### config.mk
export PLATFORM = sky130hd
export DESIGN_NAME = eeprom_ctl_top
export DESIGN_NICKNAME = d
export VERILOG_FILES = /design/src/rtl/eeprom_pkg.sv /design/src/rtl/eeprom_apb_regs.sv /design/src/rtl/i2c_cond_gen.sv /design/src/rtl/i2c_byte_shift.sv /design/src/rtl/eeprom_seq.sv /design/src/rtl/eeprom_ctl_top.sv
export SDC_FILE = /design/constraint.sdc
export NUM_CORES = 1
export LEC_CHECK = 0
export BUFFER_PORTS_ARGS = -buffer_cell sky130_fd_sc_hd__buf_2
export CORE_ASPECT_RATIO = 1.4
export CORE_UTILIZATION = 35
export CTS_BUF_LIST = sky130_fd_sc_hd__clkbuf_8
export DETAILED_ROUTE_END_ITERATION = 10
export SLEW_MARGIN = 20
export SYNTH_ARGS = -nofsm -noshare
export SYNTH_HDL_FRONTEND = slang
export SYNTH_HIERARCHICAL = 1
export SYNTH_SLANG_ARGS = --single-unit
### constraint.sdc
create_clock -name CLK -period 2.5 [get_ports CLK]
set_clock_uncertainty 0.1 [all_clocks]
set_input_delay 0.5 -clock CLK [delete_from_list [all_inputs] [get_ports CLK]]
set_output_delay 0.5 -clock CLK [all_outputs]
set_load 0.03 [all_outputs]
### src/rtl/eeprom_pkg.sv
`default_nettype none

package eeprom_pkg;

    // one SCL period is four quarters
    localparam logic [3:0] QUARTER_CLKS = 4'd2;
    localparam logic [3:0] DEV_TYPE     = 4'b1010;  // 24Cxx device code

    localparam logic [3:0] REG_ADDR   = 4'h0;
    localparam logic [3:0] REG_WDATA  = 4'h4;
    localparam logic [3:0] REG_CMD    = 4'h8;
    localparam logic [3:0] REG_STATUS = 4'hC;

    typedef enum logic [1:0] {
        OP_NONE,
        OP_WRITE,
        OP_READ
    } eeprom_op_e;

    typedef struct packed {
        eeprom_op_e  op;
        logic [10:0] addr;
        logic [7:0]  wdata;
    } eeprom_cmd_t;

    typedef struct packed {
        logic       done;
        logic       nack;
        logic [7:0] rdata;
    } eeprom_rsp_t;

    typedef struct packed {
        logic scl;      // 1 = released
        logic sda_low;  // 1 = pulled down
    } i2c_line_t;

    typedef struct packed {
        logic [3:0] dev;
        logic [2:0] block;  // address bits 10:8
        logic       rw;
    } ctrl_byte_t;

    typedef union packed {
        logic [7:0] raw;
        ctrl_byte_t ctrl;
    } i2c_byte_u;

endpackage

`default_nettype wire

### src/rtl/eeprom_apb_regs.sv
`default_nettype none
`timescale 1ns/1ns

module eeprom_apb_regs (
    input  wire                     CLK,
    input  wire                     RESET,
    input  wire                     psel,
    input  wire                     penable,
    input  wire                     pwrite,
    input  wire [3:0]               paddr,
    input  wire [31:0]              pwdata,
    output logic [31:0]             prdata,
    output logic                    pready,
    output logic                    pslverr,
    output eeprom_pkg::eeprom_cmd_t cmd,
    input  wire                     busy,
    input  wire eeprom_pkg::eeprom_rsp_t rsp
);

    logic                   access;
    logic                   mapped;
    logic                   accept;
    logic [10:0]            addr_q;
    logic [7:0]             wdata_q;
    eeprom_pkg::eeprom_op_e op_q;
    logic                   stat_busy;
    logic                   stat_done;
    logic                   stat_nack;
    logic [7:0]             stat_rdata;

    assign access = psel && penable;
    assign mapped = (paddr == eeprom_pkg::REG_ADDR) || (paddr == eeprom_pkg::REG_WDATA) ||
                    (paddr == eeprom_pkg::REG_CMD) || (paddr == eeprom_pkg::REG_STATUS);

    // stat_busy covers the gap before the sequencer raises busy
    assign accept = access && pwrite && (paddr == eeprom_pkg::REG_CMD) &&
                    (pwdata[0] || pwdata[1]) && !busy && !stat_busy;

    assign pready  = 1'b1;
    assign pslverr = access && !mapped;

    assign cmd = '{op: op_q, addr: addr_q, wdata: wdata_q};

    always_comb
    begin
        prdata = 32'd0;
        case (paddr)
            eeprom_pkg::REG_ADDR:   prdata = {21'd0, addr_q};
            eeprom_pkg::REG_WDATA:  prdata = {24'd0, wdata_q};
            eeprom_pkg::REG_STATUS: prdata = {16'd0, stat_rdata, 5'd0,
                                              stat_nack, stat_done, stat_busy};
            default:                prdata = 32'd0;
        endcase
    end

    always_ff @(posedge CLK)
    begin
        if (RESET)
        begin
            addr_q     <= 11'd0;
            wdata_q    <= 8'd0;
            op_q       <= eeprom_pkg::OP_NONE;
            stat_busy  <= 1'b0;
            stat_done  <= 1'b0;
            stat_nack  <= 1'b0;
            stat_rdata <= 8'd0;
        end
        else
        begin
            op_q <= eeprom_pkg::OP_NONE;  // one-cycle command
            if (access && pwrite && (paddr == eeprom_pkg::REG_ADDR))
                addr_q <= pwdata[10:0];
            if (access && pwrite && (paddr == eeprom_pkg::REG_WDATA))
                wdata_q <= pwdata[7:0];
            if (accept)
            begin
                op_q      <= pwdata[0] ? eeprom_pkg::OP_WRITE : eeprom_pkg::OP_READ;
                stat_busy <= 1'b1;
                stat_done <= 1'b0;
                stat_nack <= 1'b0;
            end
            else if (rsp.done)
            begin
                stat_busy  <= 1'b0;
                stat_done  <= 1'b1;
                stat_nack  <= rsp.nack;
                stat_rdata <= rsp.rdata;
            end
        end
    end

endmodule

`default_nettype wire

### src/rtl/i2c_cond_gen.sv
`default_nettype none
`timescale 1ns/1ns

module i2c_cond_gen (
    input  wire                   CLK,
    input  wire                   RESET,
    input  wire                   cond_req,
    input  wire                   cond_is_stop,
    output logic                  cond_done,
    output eeprom_pkg::i2c_line_t line
);

    logic       active;
    logic       stop_q;
    logic [1:0] q;      // quarter of the bit
    logic [3:0] cnt;
    logic       tick;

    assign tick      = (cnt == eeprom_pkg::QUARTER_CLKS - 4'd1);
    assign cond_done = active && tick && (q == 2'd3);

    always_ff @(posedge CLK)
    begin
        if (RESET)
        begin
            active <= 1'b0;
            stop_q <= 1'b0;
            q      <= 2'd0;
            cnt    <= 4'd0;
        end
        else if (!active)
        begin
            q   <= 2'd0;
            cnt <= 4'd0;
            if (cond_req)
            begin
                active <= 1'b1;
                stop_q <= cond_is_stop;
            end
        end
        else if (tick)
        begin
            cnt <= 4'd0;
            q   <= q + 2'd1;
            if (q == 2'd3)
                active <= 1'b0;
        end
        else
            cnt <= cnt + 4'd1;
    end

    always_comb
    begin
        line.scl     = 1'b1;
        line.sda_low = 1'b0;
        if (active && !stop_q)
        begin
            // start: SDA falls in q2 with SCL high, SCL drops in q3
            line.scl     = (q == 2'd1) || (q == 2'd2);
            line.sda_low = q[1];
        end
        else if (active)
        begin
            line.scl     = (q != 2'd0);
            line.sda_low = (q < 2'd2);  // released in q2, SCL high
        end
    end

endmodule

`default_nettype wire

### src/rtl/i2c_byte_shift.sv
`default_nettype none
`timescale 1ns/1ns

module i2c_byte_shift (
    input  wire                   CLK,
    input  wire                   RESET,
    input  wire                   shift_req,
    input  wire                   rx_mode,
    input  wire                   master_nack,
    input  wire eeprom_pkg::i2c_byte_u tx_byte,
    input  wire                   sda_in,
    output logic                  shift_done,
    output logic [7:0]            rx_byte,
    output logic                  ack_seen,
    output eeprom_pkg::i2c_line_t line
);

    logic                  active;
    logic                  rx_q;
    logic                  mnack_q;
    logic [1:0]            q;
    logic [3:0]            cnt;
    logic [3:0]            bit_cnt;  // 0..7 data, 8 ack
    logic                  tick;
    logic                  last_bit;
    logic                  sample;
    eeprom_pkg::i2c_byte_u tx_q;

    assign tick       = (cnt == eeprom_pkg::QUARTER_CLKS - 4'd1);
    assign last_bit   = (bit_cnt == 4'd8);
    assign sample     = active && tick && (q == 2'd1);  // middle of SCL high
    assign shift_done = active && tick && (q == 2'd3) && last_bit;

    always_ff @(posedge CLK)
    begin
        if (RESET)
        begin
            active  <= 1'b0;
            rx_q    <= 1'b0;
            mnack_q <= 1'b0;
            q       <= 2'd0;
            cnt     <= 4'd0;
            bit_cnt <= 4'd0;
        end
        else if (!active)
        begin
            q       <= 2'd0;
            cnt     <= 4'd0;
            bit_cnt <= 4'd0;
            if (shift_req)
            begin
                active  <= 1'b1;
                rx_q    <= rx_mode;
                mnack_q <= master_nack;
            end
        end
        else if (tick)
        begin
            cnt <= 4'd0;
            q   <= q + 2'd1;
            if (q == 2'd3)
            begin
                bit_cnt <= bit_cnt + 4'd1;
                if (last_bit)
                    active <= 1'b0;
            end
        end
        else
            cnt <= cnt + 4'd1;
    end

    always_ff @(posedge CLK)
    begin
        if (!active && shift_req)
            tx_q <= tx_byte;
        if (sample && last_bit)
            ack_seen <= !sda_in;
        else if (sample)
            rx_byte <= {rx_byte[6:0], sda_in};  // msb first
    end

    always_comb
    begin
        line.scl     = 1'b1;
        line.sda_low = 1'b0;
        if (active)
        begin
            line.scl = (q == 2'd1) || (q == 2'd2);
            if (last_bit)
                line.sda_low = rx_q && !mnack_q;  // our ack on reads
            else if (!rx_q)
                line.sda_low = !tx_q.raw[3'd7 - bit_cnt[2:0]];
        end
    end

endmodule

`default_nettype wire

### src/rtl/eeprom_seq.sv
`default_nettype none
`timescale 1ns/1ns

module eeprom_seq (
    input  wire                        CLK,
    input  wire                        RESET,
    input  wire eeprom_pkg::eeprom_cmd_t cmd,
    output logic                       busy,
    output eeprom_pkg::eeprom_rsp_t    rsp,
    output logic                       cond_req,
    output logic                       cond_is_stop,
    input  wire                        cond_done,
    input  wire eeprom_pkg::i2c_line_t cond_line,
    output logic                       shift_req,
    output logic                       rx_mode,
    output logic                       master_nack,
    output eeprom_pkg::i2c_byte_u      tx_byte,
    input  wire                        shift_done,
    input  wire [7:0]                  rx_byte,
    input  wire                        ack_seen,
    input  wire eeprom_pkg::i2c_line_t shift_line,
    output eeprom_pkg::i2c_line_t      line
);

    typedef enum logic [8:0] {
        PH_IDLE   = 9'b0_0000_0001,
        PH_START  = 9'b0_0000_0010,
        PH_CTRL_W = 9'b0_0000_0100,
        PH_ADDR   = 9'b0_0000_1000,
        PH_DATA   = 9'b0_0001_0000,
        PH_RSTART = 9'b0_0010_0000,
        PH_CTRL_R = 9'b0_0100_0000,
        PH_READ   = 9'b0_1000_0000,
        PH_STOP   = 9'b1_0000_0000
    } phase_e;

    phase_e                 phase;
    eeprom_pkg::eeprom_op_e op_q;
    logic [10:0]            addr_q;
    logic [7:0]             wdata_q;
    logic [7:0]             rdata_q;
    logic                   done_q;
    logic                   nack_q;
    logic                   cond_act;
    logic                   shift_act;
    eeprom_pkg::i2c_line_t  held_line;

    assign rsp = '{done: done_q, nack: nack_q, rdata: rdata_q};

    // between phases the bus keeps its last state
    assign line = cond_act ? cond_line : (shift_act ? shift_line : held_line);

    always_ff @(posedge CLK)
    begin
        if (RESET)
        begin
            phase        <= PH_IDLE;
            busy         <= 1'b0;
            done_q       <= 1'b0;
            nack_q       <= 1'b0;
            rdata_q      <= 8'd0;
            cond_req     <= 1'b0;
            cond_is_stop <= 1'b0;
            shift_req    <= 1'b0;
            rx_mode      <= 1'b0;
            master_nack  <= 1'b0;
            cond_act     <= 1'b0;
            shift_act    <= 1'b0;
            held_line    <= '{scl: 1'b1, sda_low: 1'b0};
        end
        else
        begin
            cond_req  <= 1'b0;
            shift_req <= 1'b0;
            done_q    <= 1'b0;
            held_line <= line;
            if (cond_req)
                cond_act <= 1'b1;
            else if (cond_done)
                cond_act <= 1'b0;
            if (shift_req)
                shift_act <= 1'b1;
            else if (shift_done)
                shift_act <= 1'b0;

            case (phase)
                PH_IDLE:
                    if (cmd.op != eeprom_pkg::OP_NONE)
                    begin
                        busy         <= 1'b1;
                        nack_q       <= 1'b0;
                        cond_req     <= 1'b1;
                        cond_is_stop <= 1'b0;
                        phase        <= PH_START;
                    end
                PH_START, PH_RSTART:
                    if (cond_done)
                    begin
                        shift_req   <= 1'b1;
                        rx_mode     <= 1'b0;
                        master_nack <= 1'b0;
                        phase       <= (phase == PH_START) ? PH_CTRL_W : PH_CTRL_R;
                    end
                PH_CTRL_W, PH_ADDR, PH_CTRL_R:
                    if (shift_done && !ack_seen)
                    begin
                        nack_q       <= 1'b1;  // abort
                        cond_req     <= 1'b1;
                        cond_is_stop <= 1'b1;
                        phase        <= PH_STOP;
                    end
                    else if (shift_done && phase == PH_CTRL_W)
                    begin
                        shift_req <= 1'b1;
                        phase     <= PH_ADDR;
                    end
                    else if (shift_done && phase == PH_CTRL_R)
                    begin
                        shift_req   <= 1'b1;
                        rx_mode     <= 1'b1;
                        master_nack <= 1'b1;  // single byte read
                        phase       <= PH_READ;
                    end
                    else if (shift_done && op_q == eeprom_pkg::OP_WRITE)
                    begin
                        shift_req <= 1'b1;
                        phase     <= PH_DATA;
                    end
                    else if (shift_done)
                    begin
                        cond_req     <= 1'b1;
                        cond_is_stop <= 1'b0;
                        phase        <= PH_RSTART;
                    end
                PH_DATA, PH_READ:
                    if (shift_done)
                    begin
                        if (phase == PH_DATA)
                            nack_q <= !ack_seen;
                        else
                            rdata_q <= rx_byte;
                        cond_req     <= 1'b1;
                        cond_is_stop <= 1'b1;
                        phase        <= PH_STOP;
                    end
                PH_STOP:
                    if (cond_done)
                    begin
                        done_q <= 1'b1;
                        busy   <= 1'b0;
                        phase  <= PH_IDLE;
                    end
                default:
                    phase <= PH_IDLE;
            endcase
        end
    end

    // transaction payload
    always_ff @(posedge CLK)
    begin
        if (phase == PH_IDLE && cmd.op != eeprom_pkg::OP_NONE)
        begin
            op_q    <= cmd.op;
            addr_q  <= cmd.addr;
            wdata_q <= cmd.wdata;
        end
        if ((phase == PH_START || phase == PH_RSTART) && cond_done)
        begin
            tx_byte.ctrl.dev   <= eeprom_pkg::DEV_TYPE;
            tx_byte.ctrl.block <= addr_q[10:8];
            tx_byte.ctrl.rw    <= (phase == PH_RSTART);  // read after restart
        end
        else if (phase == PH_CTRL_W && shift_done)
            tx_byte.raw <= addr_q[7:0];
        else if (phase == PH_ADDR && shift_done)
            tx_byte.raw <= wdata_q;
    end

endmodule

`default_nettype wire

### src/rtl/eeprom_ctl_top.sv
`default_nettype none
`timescale 1ns/1ns

module eeprom_ctl_top (
    input  wire         CLK,
    input  wire         RESET,
    input  wire         psel,
    input  wire         penable,
    input  wire         pwrite,
    input  wire [3:0]   paddr,
    input  wire [31:0]  pwdata,
    output logic [31:0] prdata,
    output logic        pready,
    output logic        pslverr,
    output logic        scl,
    output logic        sda_low,
    input  wire         sda_in
);

    eeprom_pkg::eeprom_cmd_t cmd;
    eeprom_pkg::eeprom_rsp_t rsp;
    eeprom_pkg::i2c_line_t   cond_line;
    eeprom_pkg::i2c_line_t   shift_line;
    eeprom_pkg::i2c_line_t   line;
    eeprom_pkg::i2c_byte_u   tx_byte;
    logic                    busy;
    logic                    cond_req;
    logic                    cond_is_stop;
    logic                    cond_done;
    logic                    shift_req;
    logic                    rx_mode;
    logic                    master_nack;
    logic                    shift_done;
    logic [7:0]              rx_byte;
    logic                    ack_seen;

    assign scl     = line.scl;
    assign sda_low = line.sda_low;

    eeprom_apb_regs regs_inst (.*);

    eeprom_seq seq_inst (.*);

    i2c_cond_gen cond_inst (
        .CLK, .RESET, .cond_req, .cond_is_stop, .cond_done, .line(cond_line)
    );

    i2c_byte_shift shift_inst (
        .CLK, .RESET, .shift_req, .rx_mode, .master_nack, .tx_byte, .sda_in,
        .shift_done, .rx_byte, .ack_seen, .line(shift_line)
    );

endmodule

`default_nettype wire

After elaboration in Yosys (flattened, before gate mapping)
Cells that the tools add are included.

Register bits after elaboration: 126. Input bits: 42. Output and inout bits: 36. Logic and storage cells: 229.

$add $sub $neg: 6. Magnitude comparators: 2. Equal/unequal tests: 36. Muxes and demuxes: 70. Bitwise logic cells: 6. Reductions and logical operators: 72.

Operators by type and width (number): 9-bit 2-to-1 mux (9); 16-bit case mux with 3 select lines (1); 9-bit case mux with 5 select lines (1); 1-bit 2-to-1 mux (42); 1-bit logical AND (25); 8-bit 2-to-1 mux (2); 2-bit nonzero test (8); 5-bit AND reduction (3); 2-bit by 1-bit inequality test with 1-bit output (second input constant) (7); 2-bit OR reduction (7); 4-bit by 1-bit adder with 4-bit output (second input constant) (3); 4-bit equality test (second input constant) (3); 2-bit 2-to-1 mux (6); 2-bit AND reduction (5); 9-bit by 1-bit equality test with 1-bit output (second input constant) (1); 9-bit by 2-bit equality test with 1-bit output (second input constant) (1); 9-bit by 3-bit equality test with 1-bit output (second input constant) (1); 9-bit by 4-bit equality test with 1-bit output (second input constant) (1); 9-bit by 5-bit equality test with 1-bit output (second input constant) (1); 9-bit by 6-bit equality test with 1-bit output (second input constant) (1); 9-bit by 7-bit equality test with 1-bit output (second input constant) (1); 9-bit by 8-bit equality test with 1-bit output (second input constant) (1); 9-bit equality test (second input constant) (1); 3-bit by 2-bit inequality test with 1-bit output (second input constant) (3); 24 further kinds (58).

Longest topological paths before layout
Depth after elaboration: 10. Gate-level depth with buffers: 11. Mapped depth without buffers: 10.

Hierarchy
The synthesis kept the hierarchy.

Modules (own cells, without submodules): eeprom_seq (times used 1, cells an instance 235, area an instance 2591.2 um2, seq. area each 1391.3 um2); eeprom_apb_regs (times used 1, cells an instance 180, area an instance 1569.0 um2, seq. area each 640.6 um2); i2c_byte_shift (times used 1, cells an instance 96, area an instance 1204.9 um2, seq. area each 770.7 um2); i2c_cond_gen (times used 1, cells an instance 40, area an instance 384.1 um2, seq. area each 160.2 um2).

Worst setup path before layout
Ideal clock, no wire load.

Path kind: register to register. Start: register shift_inst.cnt[0]. End: register seq_inst/tx_byte[0] (netlist bit) (data pin). Library setup time: 0.256 ns. Arrival: 2.314 ns. Data required time: 2.144 ns. Path slack: -0.171 ns. Cell stages (with the launch flop): 11. Buffers on the path: 1. Clock period less this slack: 2.671 ns. Path through: dfxtp_1 > ha_1 > nor3b_4 > nand2_4 > nor2_1 > clkbuf_8 > inv_1 > nor4b_4 > nand2_4 > mux2_2 > a22o_1.

Longest elaborated chain between the ends: 7.

RTL lines: start, declared (RTL line i2c_byte_shift.sv:22) `logic [3:0] cnt;`; start signal, assigned (RTL line i2c_byte_shift.sv:69) `cnt <= cnt + 4'd1;`; 4-bit by 1-bit equality test with 1-bit output (RTL line i2c_byte_shift.sv:29) `assign tick = (cnt == eeprom_pkg::QUARTER_CLKS - 4'd1);`; 1-bit logical AND (3 in a row) (RTL line i2c_byte_shift.sv:32) `assign shift_done = active && tick && (q == 2'd3) && last_bit;`; via shift_done (RTL line eeprom_ctl_top.sv:33) `logic shift_done;`; 1-bit logical AND (RTL line eeprom_seq.sv:174) `else if (phase == PH_CTRL_W && shift_done)`; 8-bit 2-to-1 mux (RTL line eeprom_seq.sv:174); 4-bit 2-to-1 mux (RTL line eeprom_seq.sv:168) `if ((phase == PH_START || phase == PH_RSTART) && cond_done)`; end, declared (RTL line eeprom_seq.sv:17) `output eeprom_pkg::i2c_byte_u tx_byte,`.

The timed path passes the listed nets, and every way through them passes these cells. A chain may end at the register's enable or synchronous reset.

==> results.cfg <==
[run_status]
status = complete, but fails checks
violations = setup timing

[power]
internal_power_mw = 3.05
p_per_area_nw_per_um2 = 589
p_sw_mw = 0.937
power_frac_clock = 0.441
power_frac_comb = 0.028
p_seq_frac = 0.532
leakagePower_nw = 2.57
vdd_drop_max_mv = 0.392
sw_frac_of_total = 0.235

[place]
dp_hpwl_mm = 8.39
dp.cells = 783
place.gp.congestion = 0.840
pre_cts_slack_ns = -0.106
io_buffers = 39

[floorplanning]
rows = 55
io_pins = 78
initial_core_util = 0.357
core-area_sq_um = 16100
die_w_um = 110
fp.dieH_um = 154
dieArea_sq_um = 17000

[critical_path]
criticalPathCategory = reg2out
critPathLaunchType = flop
endpoint_kind = output port
worstPathRequired_ns = 1.90
r2r-end = seq_inst/tx_byte[0]
startpoint = shift_inst/bit_cnt[0]
cp.arrival_ns = 2.12
r2r-start = shift_inst/bit_cnt[1]
endpoint = sda_low
rr_worst_depth = 12
critPathMaxFanout = 5
r2r_setup_slack_ns = -0.01

[synthesis]
synth_top_area_cell = dfxtp_1
ys_async_sr_fraction = 0
synth_top_area_frac = 0.296
synth_warnings = 6
synth_cell_types = 68
synth_adder_area_share = 0.0218
synth_top_family_by_area = simple AND/OR/NAND/NOR gates
synth_seq_area_share = 0.515
synth_compound_area_frac = 0.0903
synthMuxAreaShare = 0.0757
synth_seq_cells = 127
synth_area_leaders = dfxtp_1 30%, edfxtp_1 22%, mux2i_1 6.8%, nor2_1 3.7%, nand2_1 3.1%
avgSynthCellArea_sq_um = 10.4
synth_cells = 551
synth_edf_count = 42
synth-xor-area-share = 0.0213
netlist_area_sq_um = 5750
yosys.area_share.simple = 0.210
ys.flop_type = dfxtp_1

[finish]
drive_gt1_frac = 0.248
regArea_sq_um = 2970
fill_cells = 1575
fin_util = 0.420
antenna_cells = 0
final_cells = 828
num-nets-final = 668
layout_commonest_cell = dfxtp_1
syn2layout_area_growth_pct = 17.6
layout_common_cells = 81 x dfxtp_1, 55 x nor2_1, 47 x nand2_1
multi_input_area_sq_um = 2570

[routing]
ant_nets = 0
vias = 4072
route.detailed.drc = 0
drt-pass1-iter-count = 6
via_per_inst = 4.92
wirelength_mm = 11.8
wire_per_inst_um = 14.2
drt_iter0_markers = 212

[run]
max_cap_violations = 0

[timing]
fin_tns_setup_ns = -0.226
setup_viol = 2
rsz0062_at_grt = yes
finalHoldViolations = 0
tightest_slew_ns = 0.706
min_period_ns = 2.72
max_freq_mhz = 368
final_max_slew_viol_count = 0
setup_slack_ns = -0.221
relSlewSlack = 0.525
period_share = 1.09
hold_slack_ns = 0.200

[global_route]
grt_first_pass_wirelength_mm = 20.4
grt.total_usage = 0.153
use_met1 = 0.179
grt-busiest-layer = met2
use_met2 = 0.266
grt_pass1_vias = 4234
antenna_found_initial = 0
grt_max_degree = 38
use_met3 = 0.0220
overflow = 0

[cts]
ctsHoldBuffers = 0
clock-sinks = 127
path_clk_slew_ns = 0.08
numCtsBuffers = 17
cts_tree = built
clock_latency_ns = 0.42
htree_num_levels = 4
cts.root.buffer_cell = clkbuf_8
clock_path_buffers = 2

[worst_hold_path]
hp-class = in2reg
min_path_cells = 1
==> sequential cells by signal, indices dropped and copies added (netlist names), 4 cells and up <==
register,cells
shift_inst/bit_cnt,4
regs_inst/stat_rdata,8
seq_inst/rdata_q,8
regs_inst/addr_q,11
seq_inst/wdata_q,8
shift_inst/cnt,4
cond_inst/cnt,4
seq_inst/phase,9
shift_inst/tx_q,8
regs_inst/wdata_q,8
shift_inst/rx_byte,8
seq_inst/tx_byte,8
seq_inst/addr_q,11
==> cells in the mapped netlist (all sizes together), types with 8 or more instances <==
cell type and number:
edfxtp 42, and3 8, nor4 8, nand3 14
a21oi 31, clkbuf 14, dfxtp 85, ha 10
o21ai 17, nor3 13, nand2 50, buf 32
a22o 9, inv 14, nor2 58, nand2b 20
mux2i 39, and2 8
==> through the flow <==
stage	total power, mW	cell area [sq um]
global placement	2.28	6140
CTS	4.04	6690
detailed placement	2.28	6140
finish	3.98	6760
floorplan	2.26	5810
global route	4.13	6760
==> timing repair <==
action	CTS	global route
resized for setup	19	15
endpoints found under the setup margin	12	18
setup buffers	11	3
pin swaps	11	7
==> worst min path at each step <==
stage | startpoint | end
finish | sda_in | shift_inst/rx_byte[0]
floorplan | seq_inst/tx_byte[0] | shift_inst/tx_q[0]
global placement | seq_inst/tx_byte[2] | shift_inst/tx_q[2]
detailed placement | seq_inst/tx_byte[3] | shift_inst/tx_q[3]
CTS | sda_in | shift_inst/rx_byte[0]
global route | sda_in | shift_inst/rx_byte[0]
==> power groups by stage <==
stage               Clock (mW)  Combinational (mW)  Sequential, mW
finish                    1.76               0.110            2.12
CTS                       1.81               0.110            2.12
detailed placement           0               0.110            2.17
global placement             0               0.109            2.17
global route              1.89               0.122            2.12
floorplan                    0              0.0928            2.17
==> cells by family after synthesis <==
| kind of cell | after synthesis |
|---|---|
| adders and majority gates | 10 |
| other | 2 |
| xor gates and xnor gates | 14 |
| muxes | 43 |
| DFF | 127 |
| AOI/OAI and AO/OA | 78 |
| and+or+nand+nor | 217 |
| buffers and inverters | 60 |
==> area by class of cell <==
cell class | instances | area share
Clock buffer | 17 | 0.0346
Clock inverter | 15 | 0.0237
Inverter | 14 | 0.00777
Multi-Input combinational cell | 379 | 0.380
Sequential cell | 127 | 0.439
Tap cell | 199 | 0.0368
Timing Repair Buffer | 77 | 0.0779
==> metal layers <==
metal / vias up / part of all wire / wire [um]
met2: 80 / 0.52 / 6170
met1: 1934 / 0.42 / 5000
met3: 24 / 0.027 / 321
met4: 0 / 0.025 / 295
li1: 2034 / - / -
met5: - / 0 / 0
==> critical path, cell delays in order, from the launching register on <==
cell and delay (ns):
dfxtp_2 0.39, inv_2 0.09, a2111oi_4 0.40, nor4_4 0.09, o32ai_2 0.29, mux2i_1 0.12, o21ai_2 0.16, buf_6 0.16
Note: power is estimated with default switching activity, not from simulation.
